$ cat config.mk
export PLATFORM = sky130hd
export DESIGN_NAME = epu_conv_engine
export DESIGN_NICKNAME = d
export VERILOG_FILES = /design/src/source/epu_pkg.sv /design/src/source/epu_conv_engine.sv
export VERILOG_INCLUDE_DIRS = /design/src /design/src/include
export SDC_FILE = /design/constraint.sdc
export NUM_CORES = 1
export LEC_CHECK = 0
export BUFFER_PORTS_ARGS = -buffer_cell sky130_fd_sc_hd__buf_2
export CAP_MARGIN = 40
export CORE_ASPECT_RATIO = 1.75
export CORE_MARGIN = 2
export CORE_UTILIZATION = 53
export DETAILED_ROUTE_END_ITERATION = 10
export PLACE_DENSITY = 0.71
export REMOVE_ABC_BUFFERS = 1
export SYNTH_ARGS = -nofsm -noshare
export SYNTH_HDL_FRONTEND = slang
export SYNTH_SLANG_ARGS = --single-unit
$ cat constraint.sdc
create_clock -name clk -period 2 [get_ports clk]
set_input_delay 0.3 -clock clk [delete_from_list [all_inputs] [get_ports clk]]
set_output_delay 0.3 -clock clk [all_outputs]
set_load 0.05 [all_outputs]
$ cat src/include/epu_settings.svh
`ifndef EPU_SETTINGS_SVH
`define EPU_SETTINGS_SVH

// AXI port widths
`define EPU_ADDR_BITS 32
`define EPU_DATA_BITS 32
`define EPU_ID_BITS 4
`define EPU_LEN_BITS 8

// Word buffers
`define EPU_BUF_DEPTH 64
`define EPU_BUF_ADDR_BITS 6

// Address map, one region per buffer plus the control block
`define EPU_IN_BASE 32'h5000_0000
`define EPU_OUT_BASE 32'h6000_0000
`define EPU_WEIGHT_BASE 32'h7000_0000
`define EPU_CTRL_BASE 32'h8000_0000
`define EPU_REGION_SPAN 32'h0100_0000

// Only response code
`define EPU_RESP_OKAY 2'b00

`endif

$ cat src/source/epu_pkg.sv
package epu_pkg;

  // Four signed 8-bit lanes, lane 0 in the low byte
  typedef logic [3:0][7:0] quad_t;

  typedef logic signed [31:0] acc_t;

  // One-hot region select
  typedef enum logic [4:0] {
    NONE   = 5'b00001,
    IN     = 5'b00010,
    OUT    = 5'b00100,
    WEIGHT = 5'b01000,
    CTRL   = 5'b10000
  } region_t;

  // bcast picks the w8 register over weight buffer word n
  typedef struct packed {
    logic [1:0] rsvd;
    logic       relu;
    logic       bcast;
  } mode_t;

  typedef enum logic [1:0] {
    IDLE = 2'd0,
    R_CH = 2'd1,
    W_CH = 2'd2,
    B_CH = 2'd3
  } slave_state_t;

endpackage

$ cat src/source/epu_conv_engine.sv
`include "epu_settings.svh"

module epu_conv_engine (
  input  logic                          clk,
  input  logic                          rst,
  input  logic                          start_i,
  input  epu_pkg::mode_t                mode_i,
  input  epu_pkg::quad_t                w8_i,
  input  logic [`EPU_BUF_ADDR_BITS-1:0] count_i,
  input  epu_pkg::quad_t                in_rdata_i,
  input  epu_pkg::quad_t                wt_rdata_i,
  output logic                          busy_o,
  output logic                          done_o,
  output logic                          rd_re_o,
  output logic [`EPU_BUF_ADDR_BITS-1:0] rd_idx_o,
  output logic                          wr_we_o,
  output logic [`EPU_BUF_ADDR_BITS-1:0] wr_idx_o,
  output epu_pkg::acc_t                 wr_data_o
);

  logic                          busy_q, iss_q, done_q;
  logic                          v1_q, v2_q, last1_q, last2_q, last0;
  logic [`EPU_BUF_ADDR_BITS-1:0] cnt_q, last_idx_q, idx1_q, idx2_q;
  epu_pkg::quad_t                wt;
  epu_pkg::acc_t                 sum, res_q;

  assign last0 = cnt_q == last_idx_q;

  // Stage 0 issues reads, stage 1 sees data, stage 2 writes, stage 3 signals done
  always_ff @(posedge clk or posedge rst) begin
    if (rst) begin
      busy_q     <= 1'b0;
      iss_q      <= 1'b0;
      cnt_q      <= '0;
      last_idx_q <= '0;
      v1_q       <= 1'b0;
      v2_q       <= 1'b0;
      last1_q    <= 1'b0;
      last2_q    <= 1'b0;
      done_q     <= 1'b0;
    end else begin
      if (start_i && !busy_q) begin
        busy_q     <= 1'b1;
        iss_q      <= 1'b1;
        cnt_q      <= '0;
        last_idx_q <= count_i;
      end else begin
        if (iss_q && last0) iss_q <= 1'b0;
        if (iss_q) cnt_q <= cnt_q + 1'b1;
        if (v2_q && last2_q) busy_q <= 1'b0;
      end
      v1_q    <= iss_q;
      last1_q <= iss_q && last0;
      v2_q    <= v1_q;
      last2_q <= last1_q;
      done_q  <= v2_q && last2_q;
    end
  end

  // Four-lane signed dot product
  always_comb begin
    wt  = mode_i.bcast ? w8_i : wt_rdata_i;
    sum = '0;
    for (int l = 0; l < 4; l++) begin
      sum = sum + $signed(in_rdata_i[l]) * $signed(wt[l]);
    end
    if (mode_i.relu && sum < 0) begin
      sum = '0;
    end
  end

  always_ff @(posedge clk) begin
    idx1_q <= cnt_q;
    idx2_q <= idx1_q;
    res_q  <= sum;
  end

  assign busy_o    = busy_q;
  assign done_o    = done_q;
  assign rd_re_o   = iss_q;
  assign rd_idx_o  = cnt_q;
  assign wr_we_o   = v2_q;
  assign wr_idx_o  = idx2_q;
  assign wr_data_o = res_q;

  // Control block only starts an idle engine
  assert property (@(posedge clk) disable iff (rst) busy_o |-> !start_i);

endmodule

==> results of run 1 <==
[Yosys cell counts (all sizes together), types with 17 or more instances]
master    n  share of area, %
a21oi    24               1.2
fa      326                49
buf      17              0.93
mux2     22               1.9
ha      100               9.5
mux2i    20               1.5
and2     45               2.1
nor2     32              0.91
dfxtp    31               4.7
dfrtp    19               3.6
inv     376                11
nand2    85               2.4
nand2b   20              0.95
nor2b    87               4.1
xnor2    21               1.5
[per-layer routing]
| layer | vias to the layer above | track usage, % |
|---|---|---|
| met3 | 134 | 1.47 |
| li1 | 4408 | - |
| met4 | 0 | 21.8 |
| met5 | - | 0 |
| met1 | 4879 | 26.1 |
| met2 | 251 | 51.3 |
[cell usage in the layout (no fill, tap or decap), types with 30 or more instances in the layout]
cell | netlist | layout
buf_4 | 13 | 169
nand2_1 | 84 | 82
ha_1 | 100 | 89
fa_1 | 326 | 312
buf_2 | 2 | 153
inv_1 | 376 | 364
dfxtp_1 | 31 | 31
nor2_1 | 32 | 30
and2_1 | 45 | 45
nor2b_1 | 87 | 85
[worst reg2reg max path: cells and delay by family, from the launching register on]
family	cells	cell delay, ns
AOI/OAI and AO/OA	1	0.16
xor gates and xnor gates	1	0.18
DFF	1	0.45
and+or+nand+nor	2	0.74
[metrics by stage]
stage,area (sq um),util [%]
after floorplan,13000,-
after global placement,15500,63.0
after detailed placement,15500,63.0
after CTS,16000,65.2
after global routing,16200,66.1
final,16200,66.1
[flip-flops by register name (all words and copies together), names as in the netlist]
register / count
wr_data_o: 19
idx1_q: 6
last_idx_q: 6
rd_idx_o: 6
wr_idx_o: 6
busy_o: 1
done_o: 1
last1_q: 1
last2_q: 1
rd_re_o: 1
v1_q: 1
wr_we_o: 1
[cell type report]
| cell class | instances | area, sq um | share of cell area, % |
|---|---|---|---|
| clock buffers | 6 | 139 | 0.856 |
| inverters | 376 | 1410 | 8.70 |
| well taps | 312 | 390 | 2.41 |
| flip-flops and latches | 50 | 1100 | 6.76 |
| clock inverters | 2 | 16.3 | 0.100 |
| repair buffers | 337 | 2300 | 14.2 |
| diodes | 1 | 2.50 | 0.0154 |
| multi-input cells | 854 | 10900 | 67.0 |
[repair_timing]
| item | CTS | global route |
|---|---|---|
| setup buffers | 14 | 9 |
| endpoints found under the setup margin | 19 | 19 |
| cloned | 2 | 0 |
| gates resized for setup | 52 | 35 |
| pin swaps | 26 | 24 |
[kinds of logic after synthesis]
kind of cell    after synthesis  share of synthesized area [%]
simple gates                292                           11.7
mux                          42                           3.39
fa+ha+maj                   426                           58.9
xor+xnor                     33                           2.25
flops                        50                           8.31
buf+inv                     402                           11.9
compound gates               61                           3.53
[worst min path at each step]
stage	to	slack, ns	cells past startpoint
floorplan	busy_o$_DFFE_PP0P_	0.25	1
global placement	wr_idx_o[3]$_DFF_P_	0.31	0
detailed placement	wr_idx_o[3]$_DFF_P_	0.31	0
CTS	rd_idx_o[2]$_DFFE_PP0P_	0.13	2
global route	last_idx_q[3]$_DFFE_PP0P_	0.18	2
finish	rd_re_o$_DFFE_PP0P_	0.11	2
==> impl_metrics.ini, run 1 <==
[status]
outcome = finished, violations left
violations = setup timing

[worst_setup_path]
endpoint_kind = flop
crit_slowest_cell = fa_1
worstPathCellList = buf_12 -> buf_12 -> buf_6 -> mux2i_2 -> buf_4 -> nor2b_1 -> fa_1 -> fa_1 -> inv_1 -> fa_1 -> inv_1 -> fa_1 -> fa_1 -> fa_1 -> fa_1 -> inv_1 -> fa_1 -> inv_1 -> ha_4 -> and3_1 -> a211oi_2 -> o21ai_2 -> or4b_4 -> a32oi_2
endpoint = wr_data_o[17]$_SDFF_PP0_
cp_max_fo = 8
cp.required_ns = 2.22
cp.arrival_ns = 7.04
critPathTopFamily = adder cells
crit_cells = 24
r2r_slack_ns = 0.35
worstSetupStartpointType = primary input
rr_worst_depth = 4
max_stage_delay_ns = 0.59
path_common_cell = fa_1
cp_num_buf_inv = 8
crit_start = mode_i[0]
rr_startpoint = rd_idx_o[3]$_DFFE_PP0P_
reg2reg_to = rd_re_o$_DFFE_PP0P_
critPathKind = primary input to flop

[sta]
max_slew_margin_pct = 52.8
hold_viol = 0
min_period_over_period_pct = 341
skew_ns = 0.00453
setup_tns_ns = -91.04
fmax_mhz = 147
final_max_slew_viol_count = 0
tightest_slew_ns = 0.708
setup_viol_count_final = 19
period_needed_ns = 6.82
final.setup.worst_slack_ns = -4.82
holdWs_ns = 0.109
rsz0062_at_grt = yes

[finish]
syn2layout_area_growth_pct = 23.0
fin_nets = 2159
drive_above_1_share_pct = 28.1
fillers = 1981
finalNonFillerCells = 1938

[floorplan]
fp.dieArea_sq_um = 26200
die_h_um = 213
die_w_um = 123
rows = 76
initial_core_util_pct = 53.8
ios = 157
core_area_sq_um = 24500

[global_route]
grt_pass1_wl_mm = 53.0
grt_max_degree = 20
antenna_found_initial = 1
grtUsageTotal_pct = 27.1
grt_pass1_vias = 11100
overflow = 0

[detailed_routing]
wl_per_cell_um = 17.1
met2_length_mm = 19.0
drt-initial-drc-count = 265
first_pass_iters = 4
routed_via_density = 4.99
wl_mm = 33.1
ant_nets = 0
wl_met3_um = 797
m1WireLength_mm = 10.1
highest_layer = met4
route.vias.total = 9672
drc_errors = 0

[placed_design]
io_buffers = 154
dpl_worst_slack_ns = -5.35
dp_hpwl_mm = 29.2
place_inst = 1905
gp_congestion = 0.968

[yosys]
synth_edf_count = 0
synth-seq-cells = 50
yosysWarnings = 0
syn_inst = 1306
synth_area_sq_um = 13200
avgSynthCellArea_sq_um = 10.1
ys_types = 48
synth_ff_type = dfxtp_1
ys_async_sr_fraction_pct = 38.0
yosysSeqAreaShare_pct = 8.31

[clock_network]
clk_latency_ns = 0.30
holdBufCountCts = 0
clock-root-buffer = clkbuf_16
clkTransAtPathRegs_ns = 0.07
cts_buffer_depth = 2
cts_made_buffers = 5
ctsHtreeMaxLevel = 2
cts_num_sinks = 50
cts_tree = built

[hold_path]
hp-class = primary input to asynchronous set/reset pin

[job]
max-cap-violations = 0
Power of run 1 is not shown: default switching activity piles up to over one toggle a cycle in this logic, so the estimate is an artifact.
==> inputs of run 2 (changes only) <==
Settings changed: CAP_MARGIN 40 to unset.
Clock period 2 ns to 8.5 ns, I/O delays scaled along.
==> run 2 against run 1 <==
The flow now finishes without violations. Via count down 7.3%. Register-to-register slack improved by 6.5 ns. Die area unchanged. Cell count down 7.7%. Core utilization decreased by 6.4 points. First-iteration DRC count increased by 24%. Clock skew is 0.0071 ns higher. Non-clock buffer count fell by 150. Worst hold slack improved by 0.21 ns. Cell area down 9.7%. Count of clock-buffer cells in the layout decreased by 1. Global-route usage decreased by 3.1 points.
==> impl_metrics.ini, run 2 (synthesis gave the netlist of run 1 again) <==
[clock_network]
ctsResizeCount = 0
cts_buffer_depth = 2
clock-root-buffer = clkbuf_16
cts_tree = built
holdBufCountCts = 0
clk_latency_ns = 0.30
cts_made_buffers = 5
clkTransAtPathRegs_ns = 0.08
ctsHtreeMaxLevel = 2
postCtsSetupBuffers = 0
cts_num_sinks = 50

[sta]
setup_tns_ns = 0
max_slew_margin_pct = 53.2
setup_viol_count_final = 0
rsz0062_at_grt = no
min_period_over_period_pct = 95.8
period_needed_ns = 8.14
skew_ns = 0.0117
fmax_mhz = 123
hold_viol = 0
tightest_slew_ns = 0.700
final_max_slew_viol_count = 0

[placed_design]
dpl_cell_area_sq_um = 14500
gp_congestion = 0.888
io_buffers = 154
dp_hpwl_mm = 26.5

[global_route]
grtUsageTotal_pct = 24.0
grt_pass1_vias = 10100
grt_max_degree = 20
overflow = 0
grt_pass1_wl_mm = 47.7
antenna_found_initial = 2

[detailed_routing]
first_pass_iters = 5
ant_nets = 0
drc_errors = 0
drt-initial-drc-count = 329
wl_mm = 29.0
route.vias.total = 8965
routed_via_density = 5.01
wl_per_cell_um = 16.2

[finish]
drive_above_1_share_pct = 17.2
fillers = 2158
seqCellArea_sq_um = 1100
syn2layout_area_growth_pct = 11.1
finish.instance_area_sq_um = 14700
largest_register_ffs = 19
layout_commonest_cell = inv_1
fin_nets = 2009
multi_input_area_sq_um = 10500
layout_common_cells = inv_1 (376), fa_1 (324), buf_2 (154)

[job]
max-cap-violations = 0

[worst_setup_path]
endpoint_kind = flop
cp.required_ns = 8.71
worstSetupStartpointType = primary input
critPathKind = primary input to flop
cp.arrival_ns = 8.35
cp_max_fo = 19

[hold_path]
hp-class = flop to flop

[floorplan]
die_w_um = 123
fp.dieArea_sq_um = 26200
rows = 76
ios = 157
initial_core_util_pct = 53.8
die_h_um = 213
core_area_sq_um = 24500

[status]
outcome = finished clean
[run 2: cell count changes in the layout (fill, tap and decap cells not counted), moves of 11 or more]
cell	previous run	this run
buf_4	169	30
fa_1	312	324
fa_2	14	2
inv_1	364	376
inv_2	12	0
ha_1	89	100
ha_4	11	0
[run 2: area by class of cell]
type | count | area share [%]
sequential | 50 | 7.48
timing repair buffer | 187 | 7.21
tap | 312 | 2.66
inverter | 376 | 9.63
clock buffer | 5 | 0.854
clock inverter | 3 | 0.196
multi-input combinational | 854 | 71.9
antenna | 2 | 0.0342
[run 2: worst paths after layout]
path / endpoint / slack (ns) / from / depth (start not counted)
setup / recovery: wr_data_o[16]$_SDFF_PP0_ / 0.36 / mode_i[0] / 26
hold / removal: wr_idx_o[0]$_DFF_P_ / 0.32 / idx1_q[0]$_DFF_P_ / 0
setup reg to reg: rd_re_o$_DFFE_PP0P_ / 6.88 / rd_idx_o[3]$_DFFE_PP0P_ / 4
hold reg to reg: wr_idx_o[0]$_DFF_P_ / 0.32 / idx1_q[0]$_DFF_P_ / 0
max in group asynchronous: busy_o$_DFFE_PP0P_ / 6.97 / rst / 2
min in group asynchronous: last_idx_q[5]$_DFFE_PP0P_ / 1.07 / rst / 2
[run 2: worst max-delay path, stage by stage]
cell and delay, ns:
buf_2 0.13, buf_12 0.16, buf_4 0.18, mux2_2 0.34, nand2_1 0.13, fa_1 0.63, inv_1 0.13, fa_1 0.63
fa_1 0.45, fa_1 0.51, inv_1 0.06, fa_1 0.47, inv_1 0.05, fa_1 0.45, fa_1 0.49, inv_1 0.05
fa_1 0.54, inv_1 0.06, ha_1 0.35, o21a_1 0.16, nor2_1 0.06, a211o_1 0.28, a22oi_2 0.23, xnor2_2 0.10
buf_12 0.19, a211oi_1 0.22
[run 2: metal layers]
metal	GRT usage, %	vias to the layer above	share of wire (%)
li1	-	4099	-
met1	23.5	4608	32
met2	48.8	183	60
met3	0.561	75	1.8
met4	12.8	0	5.9
met5	0	-	0
[run 2: stage by stage]
step           utilization, %  hold slack, ns  std cells  setup slack [ns]
2_1_floorplan               -           0.310       1280             0.319
3_3_place_gp             59.0           0.310       1779           -0.0562
3_5_place_dp             59.0           0.313       1779            -0.175
4_1_cts                  59.7           0.317       1787             0.125
5_1_grt                  59.7           0.329       1789            0.0169
6_report                 59.7           0.317       1789             0.355
Power of run 2 is left out for the same reason.
