**config.mk**
```make
export PLATFORM = sky130hd
export DESIGN_NAME = epu_axi_slave
export DESIGN_NICKNAME = d
export VERILOG_FILES = /design/src/source/epu_pkg.sv /design/src/source/epu_axi_slave.sv
export VERILOG_INCLUDE_DIRS = /design/src /design/src/include
export SDC_FILE = /design/constraint.sdc
export NUM_CORES = 1
export LEC_CHECK = 0
export BUFFER_PORTS_ARGS = -buffer_cell sky130_fd_sc_hd__buf_2
export CORE_AREA = 8 8 167 169
export DETAILED_ROUTE_END_ITERATION = 8
export DIE_AREA = 0 0 175 177
export GPL_ROUTABILITY_DRIVEN = 0
export PLACE_DENSITY = 0.62
export RECOVER_POWER = 100
export SYNTH_ARGS = -nofsm -noshare
export SYNTH_HDL_FRONTEND = slang
export SYNTH_SLANG_ARGS = --single-unit
```
**constraint.sdc**
```tcl
create_clock -name clk -period 2.93 [get_ports clk]
set_clock_uncertainty 0.15 [all_clocks]
set_input_delay 0.1465 -clock clk [delete_from_list [all_inputs] [get_ports clk]]
set_output_delay 0.1465 -clock clk [all_outputs]
set_load 0.02 [all_outputs]
```
**src/include/epu_settings.svh**
```systemverilog
`ifndef EPU_SETTINGS_SVH
`define EPU_SETTINGS_SVH

// AXI port widths
`define EPU_ADDR_BITS 32
`define EPU_DATA_BITS 32
`define EPU_ID_BITS 4
`define EPU_LEN_BITS 8

// Word buffers
`define EPU_BUF_DEPTH 64
`define EPU_BUF_ADDR_BITS 6

// Address map, one region per buffer plus the control block
`define EPU_IN_BASE 32'h5000_0000
`define EPU_OUT_BASE 32'h6000_0000
`define EPU_WEIGHT_BASE 32'h7000_0000
`define EPU_CTRL_BASE 32'h8000_0000
`define EPU_REGION_SPAN 32'h0100_0000

// Only response code
`define EPU_RESP_OKAY 2'b00

`endif

```
**src/source/epu_pkg.sv**
```systemverilog
package epu_pkg;

  // Four signed 8-bit lanes, lane 0 in the low byte
  typedef logic [3:0][7:0] quad_t;

  typedef logic signed [31:0] acc_t;

  // One-hot region select
  typedef enum logic [4:0] {
    NONE   = 5'b00001,
    IN     = 5'b00010,
    OUT    = 5'b00100,
    WEIGHT = 5'b01000,
    CTRL   = 5'b10000
  } region_t;

  // bcast picks the w8 register over weight buffer word n
  typedef struct packed {
    logic [1:0] rsvd;
    logic       relu;
    logic       bcast;
  } mode_t;

  typedef enum logic [1:0] {
    IDLE = 2'd0,
    R_CH = 2'd1,
    W_CH = 2'd2,
    B_CH = 2'd3
  } slave_state_t;

endpackage

```
**src/source/epu_axi_slave.sv**
```systemverilog
`include "epu_settings.svh"

module epu_axi_slave (
  input  logic                          clk,
  input  logic                          rst,
  // Write address
  input  logic                          awvalid_i,
  output logic                          awready_o,
  input  logic [`EPU_ADDR_BITS-1:0]     awaddr_i,
  input  logic [`EPU_ID_BITS-1:0]       awid_i,
  input  logic [`EPU_LEN_BITS-1:0]      awlen_i,
  input  logic [1:0]                    awburst_i,
  // Write data
  input  logic                          wvalid_i,
  output logic                          wready_o,
  input  logic [`EPU_DATA_BITS-1:0]     wdata_i,
  input  logic                          wlast_i,
  // Write response
  output logic                          bvalid_o,
  input  logic                          bready_i,
  output logic [`EPU_ID_BITS-1:0]       bid_o,
  output logic [1:0]                    bresp_o,
  // Read address
  input  logic                          arvalid_i,
  output logic                          arready_o,
  input  logic [`EPU_ADDR_BITS-1:0]     araddr_i,
  input  logic [`EPU_ID_BITS-1:0]       arid_i,
  input  logic [`EPU_LEN_BITS-1:0]      arlen_i,
  input  logic [1:0]                    arburst_i,
  // Read data
  output logic                          rvalid_o,
  input  logic                          rready_i,
  output logic [`EPU_DATA_BITS-1:0]     rdata_o,
  output logic [`EPU_ID_BITS-1:0]       rid_o,
  output logic [1:0]                    rresp_o,
  output logic                          rlast_o,
  // Input buffer
  output logic                          in_sel_o,
  output logic                          in_we_o,
  output logic [`EPU_BUF_ADDR_BITS-1:0] in_idx_o,
  output epu_pkg::quad_t                in_wdata_o,
  input  epu_pkg::quad_t                in_rdata_i,
  // Weight buffer
  output logic                          wt_sel_o,
  output logic                          wt_we_o,
  output logic [`EPU_BUF_ADDR_BITS-1:0] wt_idx_o,
  output epu_pkg::quad_t                wt_wdata_o,
  input  epu_pkg::quad_t                wt_rdata_i,
  // Output buffer
  output logic                          out_sel_o,
  output logic                          out_we_o,
  output logic [`EPU_BUF_ADDR_BITS-1:0] out_idx_o,
  output epu_pkg::acc_t                 out_wdata_o,
  input  epu_pkg::acc_t                 out_rdata_i,
  // Engine control
  output logic                          start_o,
  output epu_pkg::mode_t                mode_o,
  output epu_pkg::quad_t                w8_o,
  output logic [`EPU_BUF_ADDR_BITS-1:0] count_o,
  input  logic                          busy_i,
  input  logic                          done_i
);

  epu_pkg::slave_state_t             state_q, state_d;
  epu_pkg::region_t                  region, rd_region_q;
  logic [`EPU_ADDR_BITS-1:0]         addr_q, beat_addr;
  logic [`EPU_ID_BITS-1:0]           id_q;
  logic [`EPU_LEN_BITS-1:0]          len_q, cnt_q;
  logic                              aw_hs, ar_hs, w_hs, r_hs, b_hs;
  logic                              rd_issue, rd_pend_q, rvalid_q;
  logic [`EPU_DATA_BITS-1:0]         rdata_q;
  logic                              start_q;
  epu_pkg::mode_t                    mode_q;
  epu_pkg::quad_t                    w8_q;
  logic [`EPU_BUF_ADDR_BITS-1:0]     count_q;

  function automatic epu_pkg::region_t decode(input logic [`EPU_ADDR_BITS-1:0] addr);
    if (addr >= `EPU_IN_BASE && addr < `EPU_IN_BASE + `EPU_REGION_SPAN)
      return epu_pkg::IN;
    if (addr >= `EPU_OUT_BASE && addr < `EPU_OUT_BASE + `EPU_REGION_SPAN)
      return epu_pkg::OUT;
    if (addr >= `EPU_WEIGHT_BASE && addr < `EPU_WEIGHT_BASE + `EPU_REGION_SPAN)
      return epu_pkg::WEIGHT;
    if (addr >= `EPU_CTRL_BASE && addr < `EPU_CTRL_BASE + `EPU_REGION_SPAN)
      return epu_pkg::CTRL;
    return epu_pkg::NONE;
  endfunction

  // Write wins when both address channels arrive together
  assign awready_o = state_q == epu_pkg::IDLE;
  assign arready_o = (state_q == epu_pkg::IDLE) && !awvalid_i;
  assign wready_o  = state_q == epu_pkg::W_CH;
  assign bvalid_o  = state_q == epu_pkg::B_CH;
  assign rvalid_o  = rvalid_q;
  assign rdata_o   = rdata_q;
  assign rlast_o   = (state_q == epu_pkg::R_CH) && (cnt_q == len_q);
  assign bid_o     = id_q;
  assign rid_o     = id_q;
  assign bresp_o   = `EPU_RESP_OKAY;
  assign rresp_o   = `EPU_RESP_OKAY;

  assign aw_hs = awvalid_i && awready_o;
  assign ar_hs = arvalid_i && arready_o;
  assign w_hs  = wvalid_i && wready_o;
  assign r_hs  = rvalid_o && rready_i;
  assign b_hs  = bvalid_o && bready_i;

  // Next read goes out on the AR transfer or on each non-last R transfer
  assign rd_issue = ar_hs || (r_hs && !rlast_o);

  always_comb begin
    if (ar_hs) begin
      beat_addr = araddr_i;
    end else if (state_q == epu_pkg::R_CH) begin
      beat_addr = addr_q + 32'd4;
    end else begin
      beat_addr = addr_q;
    end
  end

  assign region = decode(beat_addr);

  // Beat steering to the buffers
  assign in_sel_o    = (w_hs || rd_issue) && region == epu_pkg::IN;
  assign in_we_o     = w_hs && region == epu_pkg::IN;
  assign in_idx_o    = beat_addr[`EPU_BUF_ADDR_BITS+1:2];
  assign in_wdata_o  = wdata_i;
  assign wt_sel_o    = (w_hs || rd_issue) && region == epu_pkg::WEIGHT;
  assign wt_we_o     = w_hs && region == epu_pkg::WEIGHT;
  assign wt_idx_o    = beat_addr[`EPU_BUF_ADDR_BITS+1:2];
  assign wt_wdata_o  = wdata_i;
  assign out_sel_o   = (w_hs || rd_issue) && region == epu_pkg::OUT;
  assign out_we_o    = w_hs && region == epu_pkg::OUT;
  assign out_idx_o   = beat_addr[`EPU_BUF_ADDR_BITS+1:2];
  assign out_wdata_o = wdata_i;

  always_comb begin
    state_d = state_q;
    case (state_q)
      epu_pkg::IDLE: begin
        if (aw_hs) state_d = epu_pkg::W_CH;
        else if (ar_hs) state_d = epu_pkg::R_CH;
      end
      epu_pkg::R_CH: if (r_hs && rlast_o) state_d = epu_pkg::IDLE;
      epu_pkg::W_CH: if (w_hs && wlast_i) state_d = epu_pkg::B_CH;
      epu_pkg::B_CH: if (b_hs) state_d = epu_pkg::IDLE;
      default: state_d = epu_pkg::IDLE;
    endcase
  end

  always_ff @(posedge clk or posedge rst) begin
    if (rst) begin
      state_q <= epu_pkg::IDLE;
      addr_q  <= '0;
      id_q    <= '0;
      len_q   <= '0;
      cnt_q   <= '0;
    end else begin
      state_q <= state_d;
      if (aw_hs) addr_q <= awaddr_i;
      else if (rd_issue) addr_q <= beat_addr;
      else if (w_hs) addr_q <= addr_q + 32'd4;
      if (aw_hs) begin
        id_q  <= awid_i;
        len_q <= awlen_i;
      end else if (ar_hs) begin
        id_q  <= arid_i;
        len_q <= arlen_i;
      end
      // Read beat count
      if (ar_hs) cnt_q <= '0;
      else if (r_hs) cnt_q <= cnt_q + 1'b1;
    end
  end

  // Buffer data lands one cycle after the issue, rvalid the cycle after
  always_ff @(posedge clk or posedge rst) begin
    if (rst) begin
      rd_pend_q   <= 1'b0;
      rvalid_q    <= 1'b0;
      rd_region_q <= epu_pkg::NONE;
    end else begin
      rd_pend_q <= rd_issue;
      if (rd_issue) rd_region_q <= region;
      if (rd_pend_q) rvalid_q <= 1'b1;
      else if (r_hs) rvalid_q <= 1'b0;
    end
  end

  always_ff @(posedge clk) begin
    if (rd_pend_q) begin
      case (rd_region_q)
        epu_pkg::IN:     rdata_q <= in_rdata_i;
        epu_pkg::WEIGHT: rdata_q <= wt_rdata_i;
        epu_pkg::OUT:    rdata_q <= out_rdata_i;
        epu_pkg::CTRL:   rdata_q <= {{(`EPU_DATA_BITS-1){1'b0}}, busy_i};
        default:         rdata_q <= '0;
      endcase
    end
  end

  // Control registers, mode drops back to zero when a run ends
  always_ff @(posedge clk or posedge rst) begin
    if (rst) begin
      start_q <= 1'b0;
      mode_q  <= '0;
      w8_q    <= '0;
      count_q <= '0;
    end else begin
      start_q <= 1'b0;
      if (done_i) mode_q <= '0;
      if (w_hs && region == epu_pkg::CTRL) begin
        if (addr_q == `EPU_CTRL_BASE) begin
          w8_q <= wdata_i;
        end else if (addr_q == `EPU_CTRL_BASE + 32'd4) begin
          mode_q  <= wdata_i[4:1];
          count_q <= wdata_i[13:8];
          start_q <= wdata_i[0] && !busy_i;
        end
      end
    end
  end

  assign start_o = start_q;
  assign mode_o  = mode_q;
  assign w8_o    = w8_q;
  assign count_o = count_q;

  // A stalled read beat keeps its data
  assert property (@(posedge clk) disable iff (rst)
    rvalid_o && !rready_i |=> rvalid_o && $stable(rdata_o));

  // Masters only send INCR bursts
  assert property (@(posedge clk) disable iff (rst)
    aw_hs || ar_hs |-> (aw_hs ? awburst_i : arburst_i) == 2'b01);

endmodule

```
==> results of run 1 <==
[layer usage]
layer	GRT usage	share of wire	routed length, um	vias up
met5	0	0	0	-
met4	0.09573	0.037	1330	0
met3	0.04630	0.076	2684	80
met2	0.3608	0.49	17280	485
met1	0.2647	0.40	14220	4440
li1	-	-	-	4305
[sequential cells by signal, summed over array words and instances (netlist names)]
| register | flops |
|---|---|
| mode_o | 4 |
| start_o | 1 |
| len_q | 8 |
| state_q | 2 |
| w8_o | 32 |
| rd_pend_q | 1 |
| cnt_q | 8 |
| rvalid_o | 1 |
| count_o | 6 |
| rd_region_q | 5 |
| addr_q | 32 |
| bid_o | 4 |
| rdata_o | 32 |
[tightest hold or removal path, cell delays in order]
cell      delay, ns
buf_2          0.09
nor2_1         0.09
a211oi_1       0.05
a21oi_1        0.10
o21ai_0        0.07
[cell families after synthesis]
family | after synthesis
XOR/XNOR | 55
multiplexers | 41
other | 1
AND/OR/NAND/NOR | 291
buffers and inverters | 226
flip-flops | 136
adder cells (fa/ha/maj) | 4
AO/OA/AOI/OAI | 184
[placed cells by master, fill, tap and decap left out, types with 5 or more instances in the layout]
master	count
buf_2	233
clkbuf_1	197
dlygate4sd3_1	159
dfrtp_1	102
nand2_1	89
buf_4	79
nor2_1	66
mux2_2	39
inv_1	37
edfxtp_1	32
a222oi_1	31
xor2_1	30
o21ai_0	28
a21oi_1	27
xnor2_1	24
a22oi_1	18
clkbuf_16	17
nand3_1	16
nand4_1	16
nor4_1	13
a31oi_1	12
nor3_1	11
o22ai_1	11
a211oi_1	10
clkbuf_2	10
or3_1	8
a21o_1	7
and3_1	7
nand2b_1	6
buf_6	6
a311oi_1	5
or4_1	5
o211ai_1	5
[per-stage QoR]
step           utilization  hold WS [ns]  TNS [ns]
6_report            0.5127       0.04601    -2.238
5_1_grt             0.5127       0.04184    -5.526
4_1_cts             0.5188       0.01052    -1.736
3_5_place_dp        0.4287        0.1992   -0.9442
3_3_place_gp        0.4287        0.1927   -0.7791
2_1_floorplan            -       0.06652  -0.01549
[timing repair]
action                                 4_1_cts  5_1_grt
setup endpoints to repair                   12       16
gates resized for setup                     32       27
endpoints found under the hold margin      150        0
hold buffers                               159        0
buffers inserted                             4        5
pin swaps                                   11        6
cloned                                       0        0
[cell type report]
cell class                 count  area share
multi-input combinational    579      0.3117
tap                          335     0.03210
clock buffer                  19     0.03344
timing repair buffer         689      0.3292
clock inverter                13    0.009102
inverter                      38     0.01102
antenna                        2   0.0003833
sequential                   136      0.2731
[where the power goes]
part	internal [W]	total, W	switching, W
combinational	0.00188	0.00477	0.00289
sequential	0.00242	0.00278	0.000359
clock	0.00119	0.00208	0.000895
[worst max path at each step]
stage                                 startpoint   endpoint  slack, ns  cells after the start
after floorplan           state_q[1]$_DFFE_PP0P_   in_sel_o     -0.009                      9
after global placement    state_q[1]$_DFFE_PP0P_  out_sel_o      -0.15                      9
after detailed placement  state_q[1]$_DFFE_PP0P_   wt_sel_o      -0.17                      9
after CTS                 state_q[1]$_DFFE_PP0P_   wt_sel_o      -0.31                      9
after global routing       addr_q[3]$_DFFE_PP0P_   in_sel_o      -0.46                      9
final                      addr_q[2]$_DFFE_PP0P_   wt_sel_o      -0.36                      9
==> impl_results.md, run 1 <==
* # DRC at 0
* Critical path arrival at 2.99 ns
* Fmax at 304.2 MHz
* Pre-antenna DRT Iters at 6
* Req. time, crit path at 2.63 ns
* Setup ws final at -0.3572 ns
* Multi-input gate area at 4070 um^2
* Outcome: finished with violations
* Worst r2r src: state_q[1]$_DFFE_PP0P_
* Worst hold path startpoint: araddr_i[16]
* Yosys top cell by area: dfrtp_1
* Initial Util at 0.3405
* Core Region at 25470 um^2
* Synth Area in Simple Gates at 0.1687
* Cells after DPL at 1610
* GRT Total Usage at 0.2158
* Worst VDD drop at ~0.61 mV
* Largest net degree at the start of global routing at 47
* Clock root buffer: clkbuf_16
* Worst R2R Setup Slack at -0.10 ns
* Avg Inst Size Synth at approximately 9 um^2
* Violated checks: capacitance limit, slew limit, setup timing
* Minimum clock period at approximately 3.3 ns
* R2R depth at 10
* Vias in the first global route at roughly 9.4k
* Layout area overhead at 50.58%
* Cell Rows at between 50 and 60
* Synth Area in Adders at 0.005771
* Crit path max fanout at 7
* Multiplexer share of the synthesized area at 0.05295
* Nature of the critical path endpoint: output port
* Post-synth EDFFs at 32
* Top cells by count, synth: 118 x buf_4, 103 x dfrtp_1, 91 x nand2_1, 69 x nor2_1, 46 x clkbuf_1
* Final Instance Count excl. Fillers at 1811
* Via/cell ratio at between 5 and 6
* Worst r2r dst: start_o$_DFF_PP0_
* Netlist cell types at 63
* Clock transition at path regs at 0.06 ns
* CTS buffer count at 17
* First-pass GRT wire length at 52990 um
* Post-Place Setup Slack at -0.1704 ns
* Via count at 9310
* Die Area at 30980 um^2
* CTS sink count at 136
* Crit path buf inv count at 2
* Xor/xnor cell area share of the yosys netlist at 0.05555
* Post-synthesis sequential area ratio at 0.4111
* FILL cells at about 2.4k
* Post-Synthesis Cells at 938
* Synth Area in Compound Gates at 0.1538
* Type of element launching the critical path: register
* Top FF cell, synth: dfrtp_1
* Cell area after layout at 13060 um^2
* RSZ-0062 raised after global routing: yes
* Lkg Pwr at about 5.8 nW
* DP HPWL at 26180 um
* Mapped Area at 8672 um^2
* CTS Buffer Depth at 2
* CP Cell Sequence: buf_6 -> and4_4 -> nand4_1 -> o31ai_4 -> a31oi_2 -> or4_4 -> or2_4 -> a211oi_4 -> buf_6
* GRT overflow at 0
* Slowest-stage cell, CP: or4_4
* Crit share post-route at 1.122
* Slew Viols, Final at around 70
* WL final at ~36000 um
* I/O Pins at about 440
* Hold EP: addr_q[16]$_DFFE_PP0P_
* Register area at ~3600 um^2
* Synth Register Bits at 136
* Hold path depth at 5
* CTS H-tree lvls at 4
* Worst min-delay path class: input pin to register
* CTS tree: yes
* Syn. warnings at 0
* PwrDens at 737.3 nW/um^2
* Area contributors post-synth: dfrtp_1 30%, edfxtp_1 11%, buf_4 10%
* Most frequent cell after synthesis: buf_4
* Crit-path max cell delay at 0.55 ns
* CP Class: register to output port
* Fin nets at 1695
* Worst path most repeated cell: buf_6
* CP top delay family: simple AND/OR/NAND/NOR gates
* Layout cell share with drive strength beyond 1 at 0.3128
* Share of the synthesized area in the top cell type at 0.2972
* Total of max-cap violations at 2
* Starting DRT DRC Count at 782
* Main combinational cell family by area after synthesis: simple AND/OR/NAND/NOR gates
* Routed Antenna Nets at 0
* Clock Latency Late Sink at 0.42 ns
* Routed length per placed instance at 19.61 um
* Slew @ Worst Pin at 1.873 ns
* Slew Limit Headroom at -0.2488
* Chip Width at 175 um
* Area after DPL at 10920 um^2
* Endpoints failing hold at 0
* Final Power at just under 0.01 W
* Initial antenna violation count at 2
* Port bufs at between 400 and 500
* Die Y at 177 um
* Ys async rst share at 0.7647
* Setup violations, final at 9
Power figures use the tool's default switching activity.
==> inputs of run 2 (changes only) <==
- clock period: 2.93 -> 2.9 ns (I/O delays scaled with it)
==> run 2 against run 1 <==
Net effect: the flow still finishes with violations (capacitance limit, slew limit, setup timing); sequential power about the same; clock-buffer cell count increased by 3; final cell count rose by 0.50%; via count rose by 1.0%; combinational power increased by 2%; critical endpoint is now in_sel_o.
==> impl_results.md, run 2 (synthesis results as in run 1) <==
* Combinational Power Share at 0.495 (about the same)
* Starting DRT DRC Count at 889 (+14%)
* Setup ws final at -0.4022 ns (-0.04499 ns)
* I/O Pins at 443 (unchanged)
* Crit path max fanout at 7 (unchanged)
* Chip Width at 175 um (unchanged)
* Layout cell share with drive strength beyond 1 at 0.3133 (+0.0005068)
* Lkg Pwr at 5.825 nW (+0.17%)
* Endpoints failing hold at 0 (unchanged)
* Die Y at 177 um (unchanged)
* Nature of the critical path endpoint: output port
* Req. time, crit path at 2.61 ns (-0.02 ns)
* Fin nets at 1699 (+0.24%)
* Slew Viols, Final at 73 (+2.8%)
* Port bufs at 434 (unchanged)
* Clock Latency Late Sink at 0.42 ns (about the same)
* Layout area overhead at 50.14%
* # DRC at 0 (unchanged)
* Core Region at 25470 um^2 (unchanged)
* CTS tree: yes
* Most frequent cells in the layout: 241 x buf_2, 190 x clkbuf_1, 156 x dlygate4sd3_1
* Clock root buffer: clkbuf_16
* GRT overflow at 0 (unchanged)
* Slew @ Worst Pin at 1.887 ns (+0.01342 ns)
* Crit share post-route at 1.139
* Hold path depth at 2 (-3)
* Pre-antenna DRT Iters at 8 (+2)
* DP HPWL at 26360 um (+0.68%)
* R2R depth at 10 (unchanged)
* CP Class: register to output port
* Worst r2r dst: start_o$_DFF_PP0_
* Type of element launching the critical path: register
* Routed Antenna Nets at 0 (unchanged)
* Switching portion of total power at 0.4292 (-0.001412)
* Total of max-cap violations at 2 (unchanged)
* Violated checks: capacitance limit, slew limit, setup timing
* First-pass GRT wire length at 53320 um (+0.62%)
* Area after DPL at 10970 um^2 (+0.50%)
* Worst hold path startpoint: wdata_i[0]
* CTS sink count at 136 (unchanged)
* Net Sw Power at 0.004207 W (+1.5%)
* WL final at 35690 um (+0.50%)
* Initial Util at 0.3405 (unchanged)
* Power Internal at 0.005594 W (+2.0%)
* Minimum clock period at 3.302 ns
* Sequential power share at 0.286 (-0.002)
* Vias in the first global route at 9528 (+1.6%)
* Routed length per placed instance at 19.61 um (about the same)
* GRT Total Usage at 0.2165 (+0.0007152)
* Worst r2r src: state_q[1]$_DFFE_PP0P_
* Clk pwr share at 0.219 (+0.003)
* Via count at 9406 (+1.0%)
* Slew Limit Headroom at -0.2578 (-0.008944)
* Largest net degree at the start of global routing at 45 (-4.3%)
* CTS buffer count at 17 (unchanged)
* Hold EP: w8_o[0]$_DFFE_PP0P_
* Cell Rows at 59 (unchanged)
* Clock transition at path regs at 0.06 ns (about the same)
* Initial antenna violation count at 6 (+4)
* Cell area after layout at 13020 um^2 (-0.30%)
* Critical path arrival at 3.01 ns (+0.02 ns)
* Outcome: finished with violations
* Via/cell ratio at 5.168 (+0.53%)
* PwrDens at 752.8 nW/um^2 (+2.1%)
* Setup violations, final at 10 (+1)
* Worst R2R Setup Slack at -0.24 ns (-0.14 ns)
* Worst VDD drop at 0.6552 mV (+7.4%)
* Fin Setup TNS at -2.574 ns (-0.3367 ns)
* CTS H-tree lvls at 4 (unchanged)
* Worst min-delay path class: input pin to register
* Commonest non-fill, non-tap cell in the layout: buf_2
* RSZ-0062 raised after global routing: yes
* CTS Buffer Depth at 2 (unchanged)
* Fmax at 302.8 MHz
* Post-Place Setup Slack at -0.1740 ns (-0.003661 ns)
* Die Area at 30980 um^2 (unchanged)
## run 2: final cells by class
cell class              count  area (um^2)
flip-flops and latches    136         3566
inverters                  38        143.9
repair buffers            693         4307
well taps                 335        419.2
fillers                  2412        12450
diodes                      7        17.52
multi-input cells         579         3986
clock buffers              22        500.5
clock inverters            10        80.08
## run 2: how the worst max path moves through the flow
stage,startpoint,endpoint,slack [ns],cells past startpoint
floorplan,state_q[1]$_DFFE_PP0P_,in_sel_o,-0.04,9
global placement,state_q[1]$_DFFE_PP0P_,wt_sel_o,-0.12,8
CTS,addr_q[12]$_DFFE_PP0P_,in_sel_o,-0.32,8
global route,addr_q[2]$_DFFE_PP0P_,in_sel_o,-0.49,9
detailed placement,state_q[1]$_DFFE_PP0P_,rd_region_q[3]$_DFFE_PP0N_,-0.17,8
finish,addr_q[2]$_DFFE_PP0P_,in_sel_o,-0.40,9
## run 2: through the flow
step           hold slack (ns)  std cells  total power, W  utilization
2_1_floorplan          0.06502        941        0.005751            -
3_3_place_gp            0.2119       1619        0.007354       0.4309
3_5_place_dp            0.2111       1619        0.007394       0.4309
4_1_cts               0.005220       1809        0.009845       0.5194
5_1_grt                0.01047       1819         0.01036       0.5111
6_report               0.01992       1820        0.009801       0.5112
## run 2: critical path, cell delays in order, from the launching register on
cell and delay [ns]:
dfrtp_2 0.38, buf_4 0.17, and4_4 0.25, nand4_2 0.15, o31ai_2 0.23, a31oi_1 0.15, or4_4 0.56, or2_4 0.31
a211oi_2 0.20, buf_4 0.18
## run 2: layer usage
layer | global-route usage | wire [um] | vias to the layer above | share of wire
met2 | 0.3658 | 17510 | 495 | 0.49
met3 | 0.05121 | 2915 | 75 | 0.082
li1 | - | - | 4312 | -
met4 | 0.08160 | 1112 | 0 | 0.031
met1 | 0.2649 | 14150 | 4524 | 0.40
met5 | 0 | 0 | - | 0
## run 2: repair_timing
item,4_1_cts,5_1_grt
buffers inserted,2,4
resized for setup,27,11
endpoints found under the hold margin,152,0
endpoints found under the setup margin,12,13
hold buffers,156,0
pin swaps,9,2
## run 2: power by group through the flow
stage               logic (W)  clock network (W)  registers (W)
floorplan             0.00282                  0        0.00293
global placement      0.00458                  0        0.00277
detailed placement    0.00460                  0        0.00280
CTS                   0.00487            0.00221        0.00276
global route          0.00522            0.00229        0.00285
finish                0.00485            0.00215        0.00280
